`config.mk`:
```
export PLATFORM = sky130hd
export DESIGN_NAME = lohi_regs
export DESIGN_NICKNAME = d
export VERILOG_FILES = /design/src/logic/mem_stage_pkg.sv /design/src/logic/lohi_regs.sv
export SDC_FILE = /design/constraint.sdc
export NUM_CORES = 1
export LEC_CHECK = 0
export BUFFER_PORTS_ARGS = -buffer_cell sky130_fd_sc_hd__buf_2
export CORE_AREA = 2 2 67 101
export CTS_CLUSTER_DIAMETER = 150
export CTS_CLUSTER_SIZE = 12
export DETAILED_ROUTE_END_ITERATION = 8
export DIE_AREA = 0 0 69 103
export GPL_ROUTABILITY_DRIVEN = 0
export GPL_TIMING_DRIVEN = 0
export PLACE_DENSITY_LB_ADDON = 0.1
export SLEW_MARGIN = 20
export SYNTH_ARGS = -nofsm -noshare
export SYNTH_HDL_FRONTEND = slang
export SYNTH_SLANG_ARGS = --single-unit
```
`constraint.sdc`:
```
create_clock -name clk -period 1.3 [get_ports clk]
set_input_delay 0.065 -clock clk [delete_from_list [all_inputs] [get_ports clk]]
set_output_delay 0.065 -clock clk [all_outputs]
set_load 0.01 [all_outputs]
```
`src/logic/mem_stage_pkg.sv`:
```
package mem_stage_pkg;

	// width of the interrupt request lines and the status mask field
	localparam int INT_W = 6;

	// operation codes handed to the memory stage
	typedef enum logic [3:0] {
		OP_NONE      = 4'd0,
		OP_ALU       = 4'd1,
		OP_LOAD      = 4'd2,
		OP_STORE     = 4'd3,
		OP_MFLO      = 4'd4,
		OP_MFHI      = 4'd5,
		OP_MTLO      = 4'd6,
		OP_MTHI      = 4'd7,
		OP_READ_CP0  = 4'd8,
		OP_WRITE_CP0 = 4'd9
	} mem_op_e;

	// MIPS cause codes; interrupt is code 0, so "no exception" takes the top value
	typedef enum logic [4:0] {
		EC_INT     = 5'd0,
		EC_ADEL    = 5'd4,
		EC_ADES    = 5'd5,
		EC_SYSCALL = 5'd8,
		EC_RI      = 5'd10,
		EC_NONE    = 5'd31
	} exc_code_e;

	// LO/HI write option
	typedef enum logic [1:0] {
		LOHI_NONE     = 2'd0,
		LOHI_WRITE_LO = 2'd1,
		LOHI_WRITE_HI = 2'd2
	} lohi_opt_e;

	// CP0 register indices
	localparam logic [4:0] CP0_BADVADDR = 5'd8;
	localparam logic [4:0] CP0_STATUS   = 5'd12;
	localparam logic [4:0] CP0_CAUSE    = 5'd13;
	localparam logic [4:0] CP0_EPC      = 5'd14;

	// operand payload, read as a memory access or as a CP0 access
	typedef union packed {
		struct packed {
			logic [31:0] addr;
			logic [31:0] wdata;
		} mem;
		struct packed {
			logic [26:0] pad;
			logic [4:0]  idx;
			logic [31:0] wdata;
		} cp0;
	} mem_payload_u;

endpackage

```
`src/logic/lohi_regs.sv`:
```
`timescale 1ns/1ps

module lohi_regs (
	input  logic                     clk,
	input  logic                     rst,
	input  mem_stage_pkg::lohi_opt_e opt,
	input  logic [31:0]              wdata,
	input  logic                     rd,
	output logic [63:0]              value,
	output logic                     ready
);

	logic [31:0] lo;
	logic [31:0] hi;

	assign value = {hi, lo};

	always_ff @(posedge clk) begin
		if (rst) begin
			lo    <= '0;
			hi    <= '0;
			ready <= 1'b0;
		end else begin
			// every request is answered in the next cycle
			ready <= rd || (opt != mem_stage_pkg::LOHI_NONE);
			case (opt)
				mem_stage_pkg::LOHI_WRITE_LO: lo <= wdata;
				mem_stage_pkg::LOHI_WRITE_HI: hi <= wdata;
				default: lo <= lo;
			endcase
		end
	end

endmodule

```
==> run metrics <==
total number of placement rows=36; share of cells above drive strength 1=~34%; Leak Pwr=between 0.0015 and 0.002 µW; core area=6310 µm²; clock root buffer=clkbuf_8; Worst Hold Path EP=hi[17]; number of levels in the clock H-tree=3; first-pass iteration count of the detailed router=4; vias in the first global route=between 1500 and 2000; average cell area after synthesis=approximately 11 µm²; cells along the critical path=dlygate4sd3_1, buf_2, nor2b_2, buf_6, buf_12, mux2i_1; clock-pin slew reported for the worst setup and hold paths after clock tree synthesis=approximately 0.07 ns; number of pins exceeding their max-slew limit in the final report=0; depth of the worst hold-timing path=3; global route total overflow=0; total negative setup slack=0 ns; unrepaired setup endpoints after global routing=false; Hold Crit Class=input pin to flop; TritonCTS Buffers=9; Routed met2 length=around 3 mm; detailed route wirelength on metal3=approximately 290 µm; number of clock sinks=65; netlist area before placement=2740 µm²; antenna diode instance count=0; remaining number of nets flagged by the antenna check after routing=0; Finished Cell Area=approximately 3600 µm²; post-detailed-route wirelength per cell=13.2 µm; Reg2Reg Capture Point=hi[25]; Gate Count Post-Synth=around 250; Seq cells post-synth=65; buffers inserted during post-CTS setup optimization=0; startpoint of the most critical hold path=wdata[17]; global-route wire length before repair=about 9.5 mm; Warnings, synthesis=0; outcome=completed; register-to-register setup slack=0.71 ns; CP Data Arrival Time=around 1.4 ns; final routed DRC violation total=0; post-placement cell area=about 3300 µm²; worst voltage drop across the vdd grid=between 0.0007 and 0.0008 V; power per standard cell area=1220 nW/µm²; Data required, critical path=between 1.5 and 2 ns; die outline width=69 µm; count of final setup violators=0; Worst setup SP type=input pin; post-route minimum period=1.17 ns; pin count of the biggest net entering global routing=12; Max-cap violations=0; overall track demand over capacity in global routing=~17%; Top Layer Used=met4; fin nets=between 400 and 500; Skew-Pair Late Insertion Delay=approximately 0.33 ns; via count=~2000; clock skew=0 ns; area enclosed by the die boundary=between 7000 and 8000 µm²; reg2reg path depth=2; M1 wire length=~2.5 mm; transition time at the pin with the least slew margin=~0.41 ns; peak fanout along the critical path=10; commonest cells after routing, fill and taps aside=101 x buf_2, 97 x nand2b_1, 65 x dfxtp_1, 64 x mux2i_1, 10 x clkbuf_8; final period utilization=between 90% and 100%; most common library cell in the layout ignoring fill and taps=buf_2; clock tree from TritonCTS=done; Max-slew headroom=72.8%; number of gates given a new drive strength after cts=0; Unique masters post-synth=14; kind of critical path=input pin to flop; Port Buffer Count=100; overall routed net length=~5.9 mm; Final Total Pwr=4380 µW; half-perimeter wire length of the detailed placement result=roughly 4.2 mm; number of antenna violations at the first check in global routing=0; biggest cell delay along the critical path=0.53 ns; maximum clock path buffer count=2; maximum operating frequency=853 MHz; final hold violation count=0; slowest library cell on the worst path=dlygate4sd3_1; syn_nets=between 200 and 300; height of the die=103 µm; crit end category=flop; DRC marker count from the first detailed-route iteration=between 60 and 70; Initial Util=between 40% and 50%; layout overhead on the synthesized area=30.7%; top-level port count=between 100 and 150; sequential-to-total area share from yosys stat=47.5%; via/cell ratio=4.60; Reg2Reg Launch Point=hi[25]
critical path: cells and delay by family:
family        cells  cell delay [ns]
buf+inv           4             1.01
mux               1             0.19
simple gates      1             0.15
how the worst max path moves through the flow:
stage / from / to / slack [ns] / cells past startpoint
6_report: opt[0] / lo[25] / 0.13 / 6
5_1_grt: opt[0] / lo[25] / 0.05 / 6
4_1_cts: opt[0] / lo[25] / 0.14 / 6
3_5_place_dp: opt[0] / lo[8] / 0.33 / 5
3_3_place_gp: opt[0] / lo[17] / 0.36 / 5
2_1_floorplan: opt[0] / lo[10] / 0.57 / 4
per-layer routing:
metal | GRT usage (%) | up-vias
li1 | - | 1044
met1 | 19.4 | 936
met2 | 30.0 | 55
met3 | 3.32 | 10
met4 | 9.50 | 0
met5 | 0 | -
report_power, final:
| group | internal (µW) | switching, µW |
|---|---|---|
| clock | 923 | 750 |
| combinational | 294 | 264 |
| sequential | 2100 | 49.6 |
cell type report:
cell class              count  area (µm²)
plain buffers              18         155
clock buffers              10         138
clock inverters             5        56.3
fillers                   585        2730
multi-input cells         166        1280
flip-flops and latches     65        1300
well taps                  76        95.1
repair buffers            105         551
synth_stat cells (all sizes together):
cell	n	area, µm²
mux2i	64	641
clkbuf	10	40.0
dfxtp	65	1300
nor2b	1	8.76
nand2b	97	607
buf	8	115
or2b	1	7.51
nor2	1	3.75
nor3	1	5.00
and2b	1	8.76
registers in the layout (all words and copies together) (netlist names):
name   flops
lo        32
ready      1
hi        32
stage by stage:
stage	setup WS [ns]	cells	hold WS, ns	util, %
2_1_floorplan	0.574	249	0.185	-
3_3_place_gp	0.357	425	0.307	52.9
3_5_place_dp	0.331	425	0.300	52.9
4_1_cts	0.139	445	0.00162	56.7
5_1_grt	0.0530	445	0.00839	56.7
6_report	0.127	445	0.0125	56.7
cell families (layout without fill, tap and decap cells):
| group | Yosys count | after routing | synth area share [%] |
|---|---|---|---|
| simple gates | 102 | 102 | 23.4 |
| flops | 65 | 65 | 47.5 |
| mux | 64 | 64 | 23.4 |
| buf+inv | 18 | 138 | 5.67 |
repair_timing:
item	4_1_cts	5_1_grt
endpoints found under the setup margin	0	0
hold endpoints to repair	5	0
hold buffers	5	0
Power figures use the tool's default switching activity.
