==> src/logic/mem_stage_pkg.sv <==
package mem_stage_pkg;

	// width of the interrupt request lines and the status mask field
	localparam int INT_W = 6;

	// operation codes handed to the memory stage
	typedef enum logic [3:0] {
		OP_NONE      = 4'd0,
		OP_ALU       = 4'd1,
		OP_LOAD      = 4'd2,
		OP_STORE     = 4'd3,
		OP_MFLO      = 4'd4,
		OP_MFHI      = 4'd5,
		OP_MTLO      = 4'd6,
		OP_MTHI      = 4'd7,
		OP_READ_CP0  = 4'd8,
		OP_WRITE_CP0 = 4'd9
	} mem_op_e;

	// MIPS cause codes; interrupt is code 0, so "no exception" takes the top value
	typedef enum logic [4:0] {
		EC_INT     = 5'd0,
		EC_ADEL    = 5'd4,
		EC_ADES    = 5'd5,
		EC_SYSCALL = 5'd8,
		EC_RI      = 5'd10,
		EC_NONE    = 5'd31
	} exc_code_e;

	// LO/HI write option
	typedef enum logic [1:0] {
		LOHI_NONE     = 2'd0,
		LOHI_WRITE_LO = 2'd1,
		LOHI_WRITE_HI = 2'd2
	} lohi_opt_e;

	// CP0 register indices
	localparam logic [4:0] CP0_BADVADDR = 5'd8;
	localparam logic [4:0] CP0_STATUS   = 5'd12;
	localparam logic [4:0] CP0_CAUSE    = 5'd13;
	localparam logic [4:0] CP0_EPC      = 5'd14;

	// operand payload, read as a memory access or as a CP0 access
	typedef union packed {
		struct packed {
			logic [31:0] addr;
			logic [31:0] wdata;
		} mem;
		struct packed {
			logic [26:0] pad;
			logic [4:0]  idx;
			logic [31:0] wdata;
		} cp0;
	} mem_payload_u;

endpackage

==> src/logic/cp0_regs.sv <==
`timescale 1ns/1ps

module cp0_regs #(
	parameter logic [31:0] EXC_VECTOR = 32'h80000180
) (
	input  logic                            clk,
	input  logic                            rst,
	input  logic                            we,
	input  logic [4:0]                      waddr,
	input  logic [31:0]                     wdata,
	input  mem_stage_pkg::exc_code_e        exc_code,
	input  logic [31:0]                     exc_epc,
	input  logic [31:0]                     exc_badvaddr,
	input  logic [mem_stage_pkg::INT_W-1:0] int_req,
	output logic [31:0]                     status,
	output logic [31:0]                     cause,
	output logic [31:0]                     epc,
	output logic [31:0]                     badvaddr,
	output logic                            exc_jmp_flag,
	output logic [31:0]                     exc_jmp_dest,
	output logic                            has_int_pending
);

	logic [4:0] cause_code;
	logic       addr_exc;

	assign exc_jmp_flag = (exc_code != mem_stage_pkg::EC_NONE);
	assign exc_jmp_dest = EXC_VECTOR;

	// only address errors carry a meaningful bad address
	assign addr_exc = (exc_code == mem_stage_pkg::EC_ADEL) ||
		(exc_code == mem_stage_pkg::EC_ADES);

	// pending bits 15:10 track the request lines directly
	assign cause = {16'b0, int_req, 3'b0, cause_code, 2'b0};

	// mask in 15:10, IE in bit 0, EXL in bit 1
	assign has_int_pending = ((int_req & status[15:10]) != '0) && status[0] && !status[1];

	always_ff @(posedge clk) begin
		if (rst) begin
			status     <= '0;
			epc        <= '0;
			badvaddr   <= '0;
			cause_code <= '0;
		end else if (exc_jmp_flag) begin
			// exception entry has priority over a software write
			status[1]  <= 1'b1;
			epc        <= exc_epc;
			cause_code <= exc_code;
			if (addr_exc)
				badvaddr <= exc_badvaddr;
		end else if (we) begin
			case (waddr)
				mem_stage_pkg::CP0_STATUS:   status <= wdata;
				mem_stage_pkg::CP0_EPC:      epc <= wdata;
				mem_stage_pkg::CP0_BADVADDR: badvaddr <= wdata;
				// cause is read only
				default: status <= status;
			endcase
		end
	end

endmodule

==> config.mk <==
export PLATFORM = sky130hd
export DESIGN_NAME = cp0_regs
export DESIGN_NICKNAME = d
export VERILOG_FILES = /design/src/logic/mem_stage_pkg.sv /design/src/logic/cp0_regs.sv
export SDC_FILE = /design/constraint.sdc
export NUM_CORES = 1
export LEC_CHECK = 0
export ABC_AREA = 1
export BUFFER_PORTS_ARGS = -buffer_cell sky130_fd_sc_hd__buf_2
export CAP_MARGIN = 20
export CORE_ASPECT_RATIO = 1.1
export CORE_MARGIN = 2
export CORE_UTILIZATION = 31
export DETAILED_ROUTE_END_ITERATION = 10
export SKIP_LAST_GASP = 1
export SYNTH_ARGS = -nofsm -noshare
export SYNTH_HDL_FRONTEND = slang
export SYNTH_SLANG_ARGS = --single-unit
export TNS_END_PERCENT = 10
==> constraint.sdc <==
create_clock -name clk -period 2.1 [get_ports clk]
set_clock_uncertainty 0.15 [all_clocks]
set_input_delay 0.42 -clock clk [delete_from_list [all_inputs] [get_ports clk]]
set_output_delay 0.42 -clock clk [all_outputs]
set_load 0.02 [all_outputs]
==> results.cfg <==
[routing]
via_per_inst = 4.480
ant_nets = 0
wl_um = 18120
drc = 0
drtPass1Iterations = 6
wl_per_cell_um = 14.66
vias = 5537
drtIter0Drc = 264

[setup_path]
cpMostUsedCell = buf_2
path_max_fanout = 44
endpoint_kind = output pin
critPathLaunchType = primary input
path_buf_inv = 3
required_ns = 1.53
crit_chain = buf_2 > nand2_1 > nor2_4 > nand2_2 > buf_12 > buf_2
cp_slowest_cell = buf_12
cp.arrival_ns = 1.35
slowest_delay_ns = 0.23
critPathKind = in -> out
crit_family = buffers and inverters

[sta]
fmax_mhz = 519.6
finalHoldViolCount = 0
finalSetupViolations = 0
fin_crit_sh_pct = 91.65
period_minus_slack_ns = 1.925
rsz0062_at_grt = no
drv_slew = 0
fin_tns_setup_ns = 0

[placed_design]
port_buffers = 223
place.gp.congestion = 0.9062
dpl_cell_area_um2 = 6369
post-dp-hpwl_um = 13560

[clock_tree]
root_buffer = clkbuf_16
postCtsSetupRepairBufs = 0
cts_tree = done
path_clk_slew_ns = 0.07
clk_latency_ns = 0.34
cts_max_level = 3
clkSinkCount = 101
post_cts_resized = 0
clock_path_buffers = 2
numCtsBuffers = 9
postCtsHoldBufs = 0

[pwr]
powerDensity_nw_per_um2 = 650.3
ir_drop_uv = 360.1
power_mw = 4.321
leakagePower_nw = 3.867

[synthesis]
synth.distinct_cells = 19
syn-instance-count = 833
avgSynthCellArea_um2 = 6.315
yosysSeqAreaShare_pct = 38.44
yosysWarnings = 0
syn_area_um2 = 5260
ys_ff_latch = 101

[cells_and_area]
drive_above_1_share_pct = 25.34
final_core_util_pct = 40.29
synthToLayoutAreaGrowth_pct = 26.31
postLayoutCellArea_um2 = 6644
nets = 1140

[die]
start_util_pct = 31.89
die_h_um = 140.6
coreArea_um2 = 16490
ios = 277
dieArea_um2 = 18030
rows = 49
die_w_um = 128.2

[flow_run]
max_cap_violations = 0

[grt]
track_usage_pct = 19.49
grt_pass1_wl_um = 27090
antenna_found_initial = 3
grt_max_degree = 63
globalRouteOverflowTotal = 0
first_global_vias = 4849

[run_status]
status = completed

[worst_hold_path]
hp-class = in -> reg
==> path summary, 6_finish.rpt <==
kind,start,end,slack [ns],cells after the start
max,exc_code[2],exc_jmp_flag,0.18,6
min,exc_code[0],cause_code[0],0.19,3
max reg2reg,status[1],status[1],1.18,4
min reg2reg,status[19],status[19],0.33,2
==> flip-flops by register name, summed over array words and instances (netlist names) <==
signal / flops
badvaddr: 32
cause_code: 5
status: 32
epc: 32
==> layout make-up <==
class	instances	area [um^2]
fillers	1795	9848
repair buffers	238	1316
inverters	75	281.5
well taps	204	255.2
diodes	2	5.005
clock inverters	4	23.77
multi-input cells	600	2494
flip-flops and latches	101	2022
clock buffers	12	246.5
==> cells in the mapped netlist (all sizes together) <==
| master | instances | area, um^2 |
|---|---|---|
| nand3 | 78 | 390.4 |
| o21ai | 22 | 110.1 |
| nor3 | 3 | 26.28 |
| conb | 2 | 7.510 |
| nor2 | 144 | 555.5 |
| a21oi | 47 | 235.2 |
| o211ai | 4 | 30.03 |
| nand2 | 249 | 942.2 |
| inv | 74 | 277.8 |
| buf | 85 | 573.1 |
| clkinv | 1 | 3.750 |
| dfxtp | 101 | 2022 |
| clkbuf | 23 | 86.33 |
==> metal layers <==
metal | vias up | GRT usage [%] | wire length, um
met5 | - | 0 | 11
met4 | 2 | 8.965 | 499
met3 | 29 | 3.340 | 1088
met2 | 239 | 29.23 | 8125
met1 | 2434 | 27.25 | 8397
li1 | 2833 | - | -
==> cell families after synthesis <==
group | synth area share [%]
compound gates | 7.136
buf+inv | 17.89
flops | 38.44
other cells | 0.1428
simple gates | 36.39
==> worst reg2reg max path: stages (launching register included) <==
cell and delay [ns]:
dfxtp_1 0.31, inv_1 0.12, nand2_1 0.06, o21ai_0 0.07, a21oi_1 0.08
==> metrics by stage <==
step	std cells	hold WS [ns]	setup WS [ns]
after global placement	1218	0.3073	0.1845
after CTS	1234	0.1721	0.1729
after detailed placement	1218	0.3178	0.1766
final	1236	0.1871	0.1754
after global routing	1236	0.1917	0.1232
after floorplan	884	0.3391	0.4486
==> cells in the final DEF (no fill, tap or decap), types with 3 or more instances in the layout <==
master / instances
conb_1: 53
o21ai_0: 22
nand2_1: 246
nand3_1: 77
buf_2: 223
inv_1: 73
o211ai_1: 4
a21oi_1: 47
buf_4: 8
dfxtp_1: 101
nand2_2: 3
clkbuf_16: 9
buf_12: 7
nor2_1: 142
clkinv_2: 3
==> power by group <==
part           internal (mW)  switching (mW)  leakage (nW)
clock network          0.835           0.755         0.136
registers               1.98          0.0352         0.826
logic                  0.234           0.478          2.90
Power figures use the tool's default switching activity.
