$ cat config.mk
export PLATFORM = sky130hd
export DESIGN_NAME = mem_stage
export DESIGN_NICKNAME = d
export VERILOG_FILES = /design/src/logic/mem_stage_pkg.sv /design/src/logic/mem_stage.sv
export SDC_FILE = /design/constraint.sdc
export NUM_CORES = 1
export LEC_CHECK = 0
export BUFFER_PORTS_ARGS = -buffer_cell sky130_fd_sc_hd__buf_4
export CORE_AREA = 2 2 245 247
export CTS_BUF_LIST = sky130_fd_sc_hd__clkbuf_2
export DETAILED_ROUTE_END_ITERATION = 10
export DIE_AREA = 0 0 247 249
export PLACE_DENSITY = 0.46
export SETUP_SLACK_MARGIN = 0.1
export SKIP_LAST_GASP = 1
export SLEW_MARGIN = 20
export SYNTH_ARGS = -nofsm -noshare
export SYNTH_HDL_FRONTEND = slang
export SYNTH_SLANG_ARGS = --single-unit
$ cat constraint.sdc
create_clock -name clk -period 10.9 [get_ports clk]
set_input_delay 0 -clock clk [delete_from_list [all_inputs] [get_ports clk]]
set_output_delay 0 -clock clk [all_outputs]
set_load 0.02 [all_outputs]
$ cat src/logic/mem_stage_pkg.sv
package mem_stage_pkg;

	// width of the interrupt request lines and the status mask field
	localparam int INT_W = 6;

	// operation codes handed to the memory stage
	typedef enum logic [3:0] {
		OP_NONE      = 4'd0,
		OP_ALU       = 4'd1,
		OP_LOAD      = 4'd2,
		OP_STORE     = 4'd3,
		OP_MFLO      = 4'd4,
		OP_MFHI      = 4'd5,
		OP_MTLO      = 4'd6,
		OP_MTHI      = 4'd7,
		OP_READ_CP0  = 4'd8,
		OP_WRITE_CP0 = 4'd9
	} mem_op_e;

	// MIPS cause codes; interrupt is code 0, so "no exception" takes the top value
	typedef enum logic [4:0] {
		EC_INT     = 5'd0,
		EC_ADEL    = 5'd4,
		EC_ADES    = 5'd5,
		EC_SYSCALL = 5'd8,
		EC_RI      = 5'd10,
		EC_NONE    = 5'd31
	} exc_code_e;

	// LO/HI write option
	typedef enum logic [1:0] {
		LOHI_NONE     = 2'd0,
		LOHI_WRITE_LO = 2'd1,
		LOHI_WRITE_HI = 2'd2
	} lohi_opt_e;

	// CP0 register indices
	localparam logic [4:0] CP0_BADVADDR = 5'd8;
	localparam logic [4:0] CP0_STATUS   = 5'd12;
	localparam logic [4:0] CP0_CAUSE    = 5'd13;
	localparam logic [4:0] CP0_EPC      = 5'd14;

	// operand payload, read as a memory access or as a CP0 access
	typedef union packed {
		struct packed {
			logic [31:0] addr;
			logic [31:0] wdata;
		} mem;
		struct packed {
			logic [26:0] pad;
			logic [4:0]  idx;
			logic [31:0] wdata;
		} cp0;
	} mem_payload_u;

endpackage

$ cat src/logic/mem_stage.sv
`timescale 1ns/1ps

module mem_stage (
	input  logic                        clk,
	input  logic                        rst,

	input  logic                        op_valid,
	input  mem_stage_pkg::mem_op_e      op_code,
	input  logic [4:0]                  op_wb_addr,
	input  logic [31:0]                 op_alu_result,
	input  mem_stage_pkg::mem_payload_u op_payload,
	input  mem_stage_pkg::exc_code_e    op_exc_code,
	input  logic [31:0]                 op_epc,

	output logic                        stall,
	output logic                        wb_valid,
	output logic [4:0]                  wb_addr,
	output logic [31:0]                 wb_data,

	output logic                        mmu_req,
	output logic                        mmu_write,
	output logic [31:0]                 mmu_addr,
	output logic [31:0]                 mmu_wdata,
	input  logic                        mmu_busy,
	input  logic                        mmu_done,
	input  logic [31:0]                 mmu_rdata,
	input  mem_stage_pkg::exc_code_e    mmu_exc,

	output mem_stage_pkg::lohi_opt_e    lohi_opt,
	output logic [31:0]                 lohi_wdata,
	output logic                        lohi_rd,
	input  logic                        lohi_ready,
	input  logic [63:0]                 lohi_value,

	output logic                        cp0_we,
	output logic [4:0]                  cp0_waddr,
	output logic [31:0]                 cp0_wdata,

	output mem_stage_pkg::exc_code_e    exc_code,
	output logic [31:0]                 exc_epc,
	output logic [31:0]                 exc_badvaddr,
	input  logic [31:0]                 cp0_status,
	input  logic [31:0]                 cp0_cause,
	input  logic [31:0]                 cp0_epc,
	input  logic [31:0]                 cp0_badvaddr,

	output logic                        clear
);

	localparam logic [1:0] READY     = 2'd0;
	localparam logic [1:0] WAIT_MMU  = 2'd1;
	localparam logic [1:0] WAIT_LOHI = 2'd2;

	logic [1:0]               state;
	mem_stage_pkg::mem_op_e   op_q;

	// memory answers are taken one cycle late
	logic                     mmu_done_q;
	mem_stage_pkg::exc_code_e mmu_exc_q;
	logic [31:0]              mmu_rdata_q;

	logic [31:0] cp0_rdata;
	logic [31:0] lohi_sel;
	logic        accept;
	logic        mmu_fault;
	logic        mmu_complete;
	logic        lohi_complete;

	assign stall = (state != READY);

	assign accept        = (state == READY) && op_valid;
	assign mmu_fault     = (state == WAIT_MMU) && (mmu_exc_q != mem_stage_pkg::EC_NONE);
	assign mmu_complete  = (state == WAIT_MMU) && (mmu_exc_q == mem_stage_pkg::EC_NONE) &&
		mmu_done_q && !mmu_busy;
	assign lohi_complete = (state == WAIT_LOHI) && lohi_ready;

	assign lohi_sel = (op_q == mem_stage_pkg::OP_MFHI) ? lohi_value[63:32] : lohi_value[31:0];

	// CP0 read port, indexed through the cp0 view of the payload
	always_comb begin
		case (op_payload.cp0.idx)
			mem_stage_pkg::CP0_STATUS:   cp0_rdata = cp0_status;
			mem_stage_pkg::CP0_CAUSE:    cp0_rdata = cp0_cause;
			mem_stage_pkg::CP0_EPC:      cp0_rdata = cp0_epc;
			mem_stage_pkg::CP0_BADVADDR: cp0_rdata = cp0_badvaddr;
			default:                     cp0_rdata = '0;
		endcase
	end

	always_ff @(posedge clk) begin
		if (rst) begin
			state      <= READY;
			wb_valid   <= 1'b0;
			mmu_req    <= 1'b0;
			lohi_opt   <= mem_stage_pkg::LOHI_NONE;
			lohi_rd    <= 1'b0;
			cp0_we     <= 1'b0;
			exc_code   <= mem_stage_pkg::EC_NONE;
			clear      <= 1'b0;
			mmu_done_q <= 1'b0;
			mmu_exc_q  <= mem_stage_pkg::EC_NONE;
		end else begin
			// strobes last one cycle
			wb_valid   <= 1'b0;
			mmu_req    <= 1'b0;
			lohi_opt   <= mem_stage_pkg::LOHI_NONE;
			lohi_rd    <= 1'b0;
			cp0_we     <= 1'b0;
			exc_code   <= mem_stage_pkg::EC_NONE;
			clear      <= 1'b0;
			mmu_done_q <= mmu_done;
			mmu_exc_q  <= mmu_exc;

			case (state)
				READY: begin
					if (accept) begin
						if (op_exc_code != mem_stage_pkg::EC_NONE) begin
							// operation already faulted upstream, only report it
							exc_code <= op_exc_code;
							clear    <= 1'b1;
						end else begin
							case (op_code)
								mem_stage_pkg::OP_ALU,
								mem_stage_pkg::OP_READ_CP0: wb_valid <= 1'b1;
								mem_stage_pkg::OP_WRITE_CP0: cp0_we <= 1'b1;
								mem_stage_pkg::OP_LOAD,
								mem_stage_pkg::OP_STORE: begin
									mmu_req <= 1'b1;
									state   <= WAIT_MMU;
								end
								mem_stage_pkg::OP_MFLO,
								mem_stage_pkg::OP_MFHI: begin
									lohi_rd <= 1'b1;
									state   <= WAIT_LOHI;
								end
								mem_stage_pkg::OP_MTLO: begin
									lohi_opt <= mem_stage_pkg::LOHI_WRITE_LO;
									state    <= WAIT_LOHI;
								end
								mem_stage_pkg::OP_MTHI: begin
									lohi_opt <= mem_stage_pkg::LOHI_WRITE_HI;
									state    <= WAIT_LOHI;
								end
								default: state <= READY;
							endcase
						end
					end
				end
				WAIT_MMU: begin
					if (mmu_fault) begin
						exc_code <= mmu_exc_q;
						clear    <= 1'b1;
						state    <= READY;
					end else if (mmu_complete) begin
						wb_valid <= !mmu_write;
						state    <= READY;
					end
				end
				WAIT_LOHI: begin
					if (lohi_complete) begin
						wb_valid <= (op_q == mem_stage_pkg::OP_MFLO) ||
							(op_q == mem_stage_pkg::OP_MFHI);
						state    <= READY;
					end
				end
				default: state <= READY;
			endcase
		end
	end

	// operands and results
	always_ff @(posedge clk) begin
		mmu_rdata_q <= mmu_rdata;
		if (accept) begin
			op_q       <= op_code;
			wb_addr    <= op_wb_addr;
			mmu_write  <= (op_code == mem_stage_pkg::OP_STORE);
			mmu_addr   <= op_payload.mem.addr;
			mmu_wdata  <= op_payload.mem.wdata;
			cp0_waddr  <= op_payload.cp0.idx;
			cp0_wdata  <= op_payload.cp0.wdata;
			lohi_wdata <= op_alu_result;
			// a later memory fault reports this epc and address as well
			exc_epc      <= op_epc;
			exc_badvaddr <= op_payload.mem.addr;
			if (op_code == mem_stage_pkg::OP_READ_CP0)
				wb_data <= cp0_rdata;
			else
				wb_data <= op_alu_result;
		end else if (mmu_complete) begin
			wb_data <= mmu_rdata_q;
		end else if (lohi_complete) begin
			wb_data <= lohi_sel;
		end
	end

endmodule

==> results of run 1 <==
==> through the flow <==
step | util | cell area [um^2]
after floorplan | - | 9850
after global placement | 0.252 | 14800
after detailed placement | 0.252 | 14800
==> cell usage after synthesis, drive strengths merged (3+ instances only) <==
library cell and number:
nand3b 66, nor3b 3, nand3 4, a22oi 32, a21oi 66, clkbuf 28, nor2b 4, edfxtp 170
inv 4, o2111ai 32, or2 7, and4 3, buf 99, nor2 39, mux2 32, mux2i 64
dfxtp 52, o22ai 5, nand2 9
==> logic make-up after synthesis <==
logic type	after synthesis
compound gates	141
xor+xnor	1
fa+ha+maj	1
buf+inv	132
flops	222
mux	96
simple gates	149
==> metrics.yaml, run 1 <==
ys_warn_count: 0
synth_compound_area_frac: 0.0937
muxShareOfSynthArea: 0.102
avgSynthCellArea_um2: 13.3
failed_stage: "4_1_cts"
placed_cells: 2020
cts_resized: 0
io_buffers: 624
synth-simple-area-share: 0.0954
dp_slack_ns: 7.69
yosys.area.top_type: "edfxtp_1"
gp_congestion: 0.800
synth_area_leaders: "edfxtp_1 52%, dfxtp_1 11%, mux2i_1 6.5%"
initial_core_util: 0.168
htree_levels: 3
yosys.area_share.adder: 0.00102
synth_edf_count: 170
stop_error: "[ERROR RSZ-0060] Max buffer count reached."
synthesis.nets: 1119
synth_top_family_by_area: "multiplexers"
cts-root-buf: "clkbuf_2"
cts_inserted_buffers: 67
synthCells: 742
die_w_um: 247
dpl.hpwl_um: 35400
outcome: "stopped before the end"
synthXorXnorAreaFrac: 0.000889
die_h_um: 249
synth.distinct_cells: 45
synth.cell_area_um2: 9850
ys.flop_type: "edfxtp_1"
clock_sinks: 222
seq_area_frac_synth: 0.624
async_reset_ff_frac: 0
cts_hold_buffers: 430
rows: 89
cts_buffer_depth: 3
ys_ff_latch: 222
postCtsSetupBuffers: 0
io_pins: 625
synth_top_area_frac: 0.518
==> run 2, diff against run 1 <==
- CORE_AREA: 2 2 245 247 -> 2 2 243 245
- CTS_BUF_LIST: sky130_fd_sc_hd__clkbuf_2 -> not set
- DIE_AREA: 0 0 247 249 -> 0 0 245 247
- PLACE_DENSITY: 0.46 -> not set
- PLACE_DENSITY_LB_ADDON: not set -> 0.15
- SETUP_SLACK_MARGIN: 0.1 -> not set
==> run 2 against run 1 <==
Compared with the run above:
- the run now ends clean
- synthesized cell count stayed put
- area after synthesis unchanged
==> metrics.yaml, run 2 <==
drv_cap: 0
whs_ns: 0.0481
seq_area_frac_synth: 0.624  # unchanged
clock_sinks: 222  # unchanged
cts_hold_buffers: 256  # -40%
ys.flop_type: "edfxtp_1"
finalSetupViolCount: 0
final_cell_mix: "631 x buf_4, 256 x dlygate4sd3_1, 170 x edfxtp_1, 66 x nand3b_1, 66 x a21oi_1"
area_growth_pct: 86.3
fin_skew_ns: 0.0252
yosys.area_share.adder: 0.00102  # unchanged
antenna_found_initial: 7
fill_cells: 5994
synth_compound_area_frac: 0.0937  # unchanged
cp.required_ns: 11.21
end_kind: "register"
finalNetCount: 1909
grt_first_pass_wirelength_um: 63800
rsz0062_at_grt: "false"
gp_congestion: 0.749  # -6.4%
cts_buffer_depth: 3  # unchanged
synth_area_leaders: "edfxtp_1 52%, dfxtp_1 11%, mux2i_1 6.5%"
grt_pass1_vias: 9591
critPathMostFrequentCell: "dlygate4sd3_1"
insertion_delay_ns: 0.56
arrival_ns: 4.17
ir_drop_v: 0.0000806
synthCells: 742  # unchanged
grt-ovfl-total: 0
outcome: "finished clean"
grt_start_max_net_pins: 73
crit_fanout: 25
die-area_um2: 60500
layout_commonest_cell: "buf_4"
synth.cell_area_um2: 9850  # unchanged
cts_inserted_buffers: 27  # -60%
hold_path.class: "input pin to register"
htree_levels: 1  # -2
slowest_delay_ns: 0.80
slew_headroom: 0.323
synthXorXnorAreaFrac: 0.000889  # unchanged
dp_slack_ns: 8.03  # +0.337 ns
cpMaxStageDelayCell: "nor4bb_4"
muxShareOfSynthArea: 0.102  # unchanged
drc_errors: 0
die_w_um: 245  # -0.81%
power_density_nw_per_um2: 132
fin_setup_tns_ns: 0
async_reset_ff_frac: 0  # unchanged
ys_ff_latch: 222  # unchanged
postRouteAntennaNets: 0
drtIter0Drc: 246
start_kind: "register"
hold_viol_final: 0
clk_pin_slew_ns: 0.06
initial_core_util: 0.169  # +0.00128
final-seq-area_um2: 6150
cts_tree: "yes"
io_pins: 625  # unchanged
core_um2: 58200
multiInputGateArea_um2: 2930
synth_top_area_frac: 0.518  # unchanged
die_h_um: 247  # -0.80%
ys_warn_count: 0  # unchanged
yosys.area.top_type: "edfxtp_1"
cts-root-buf: "clkbuf_16"
via_per_inst: 3.92
grt_usage: 0.144
first_pass_iters: 5
io_buffers: 624  # unchanged
p_leak_nw: 7.80
synth_top_cells_by_count: "170 x edfxtp_1, 72 x buf_4, 66 x a21oi_1, 66 x nand3b_1, 64 x mux2i_1"
cp_top_family: "buffers and inverters"
path_cells: "nor4bb_4 -> buf_4 -> mux2_2 -> dlygate4sd3_1 -> mux2i_1 -> a22oi_1 -> dlygate4sd3_1"
path_class: "register to register"
worst_pin_slew_ns: 1.01
synth.distinct_cells: 45  # unchanged
avgSynthCellArea_um2: 13.3  # unchanged
synth_most_common_cell: "edfxtp_1"
drive_gt1_frac: 0.461
postCtsSetupBuffers: 0  # unchanged
period_needed_ns: 3.85
path_buf_inv: 3
worst_slack_ns: 7.05
wl_per_cell_um: 20.0
finalMaxSlewViolations: 0
synth_edf_count: 170  # unchanged
post-route-period-util: 0.353
max_freq_mhz: 260
synth_top_family_by_area: "multiplexers"
synthesis.nets: 1119  # unchanged
cts_resized: 0  # unchanged
dpl.hpwl_um: 33700  # -4.7%
drt-total-wl_um: 46600
vias: 9124
synth-simple-area-share: 0.0954  # unchanged
rows: 89  # unchanged
run 2: path summary, 6_finish.rpt:
path	cells past startpoint	slack, ns	endpoint	from
setup / recovery	7	7.05	wb_data[22]	op_q[1]
hold / removal	1	0.05	cp0_waddr[2]	op_payload[34]
setup reg to reg	7	7.05	wb_data[22]	op_q[1]
hold reg to reg	2	0.66	wb_data[7]	mmu_rdata_q[7]
run 2: kinds of logic after synthesis:
family,count (synthesis)
compound gates,141
buf+inv,132
xor+xnor,1
mux,96
simple gates,149
fa+ha+maj,1
flops,222
run 2: report_power, final:
group          switching (mW)  internal [mW]  total, mW  leakage [nW]
Clock                   0.372          0.618      0.990         0.468
Combinational           0.201          0.241      0.441          5.24
Sequential             0.0216          0.965      0.987          2.09
Total                   0.594           1.82       2.42          7.80
run 2: cell type report:
type	instances	share of cell area
repair buffers	888	0.399
flip-flops and latches	222	0.335
multi-input cells	388	0.159
well taps	773	0.0527
clock buffers	31	0.0376
clock inverters	18	0.0147
inverters	5	0.00129
diodes	4	0.000545
run 2: stage by stage:
step	std cells	utilization	power [mW]	instance area, um^2
after CTS	2324	0.315	2.46	18300
after global routing	2329	0.315	2.51	18400
final	2329	0.315	2.42	18400
after detailed placement	2019	0.254	1.37	14800
after floorplan	742	-	1.16	9850
after global placement	2019	0.254	1.37	14800
run 2: per-layer routing:
| layer | global-route usage | up-vias | wire (um) |
|---|---|---|---|
| met2 | 0.279 | 383 | 25100 |
| met4 | 0.0371 | 2 | 1010 |
| met3 | 0.0354 | 56 | 3150 |
| li1 | - | 4337 | - |
| met1 | 0.155 | 4346 | 17400 |
| met5 | 0 | - | 13 |
run 2: worst register-to-register path, cell delays in order, from the launching register on:
cell	delay [ns]
edfxtp_1	0.42
nor4bb_4	0.80
buf_4	0.57
mux2_2	0.44
dlygate4sd3_1	0.55
mux2i_1	0.13
a22oi_1	0.10
dlygate4sd3_1	0.60
No activity file was read; power rests on OpenSTA's default activity.
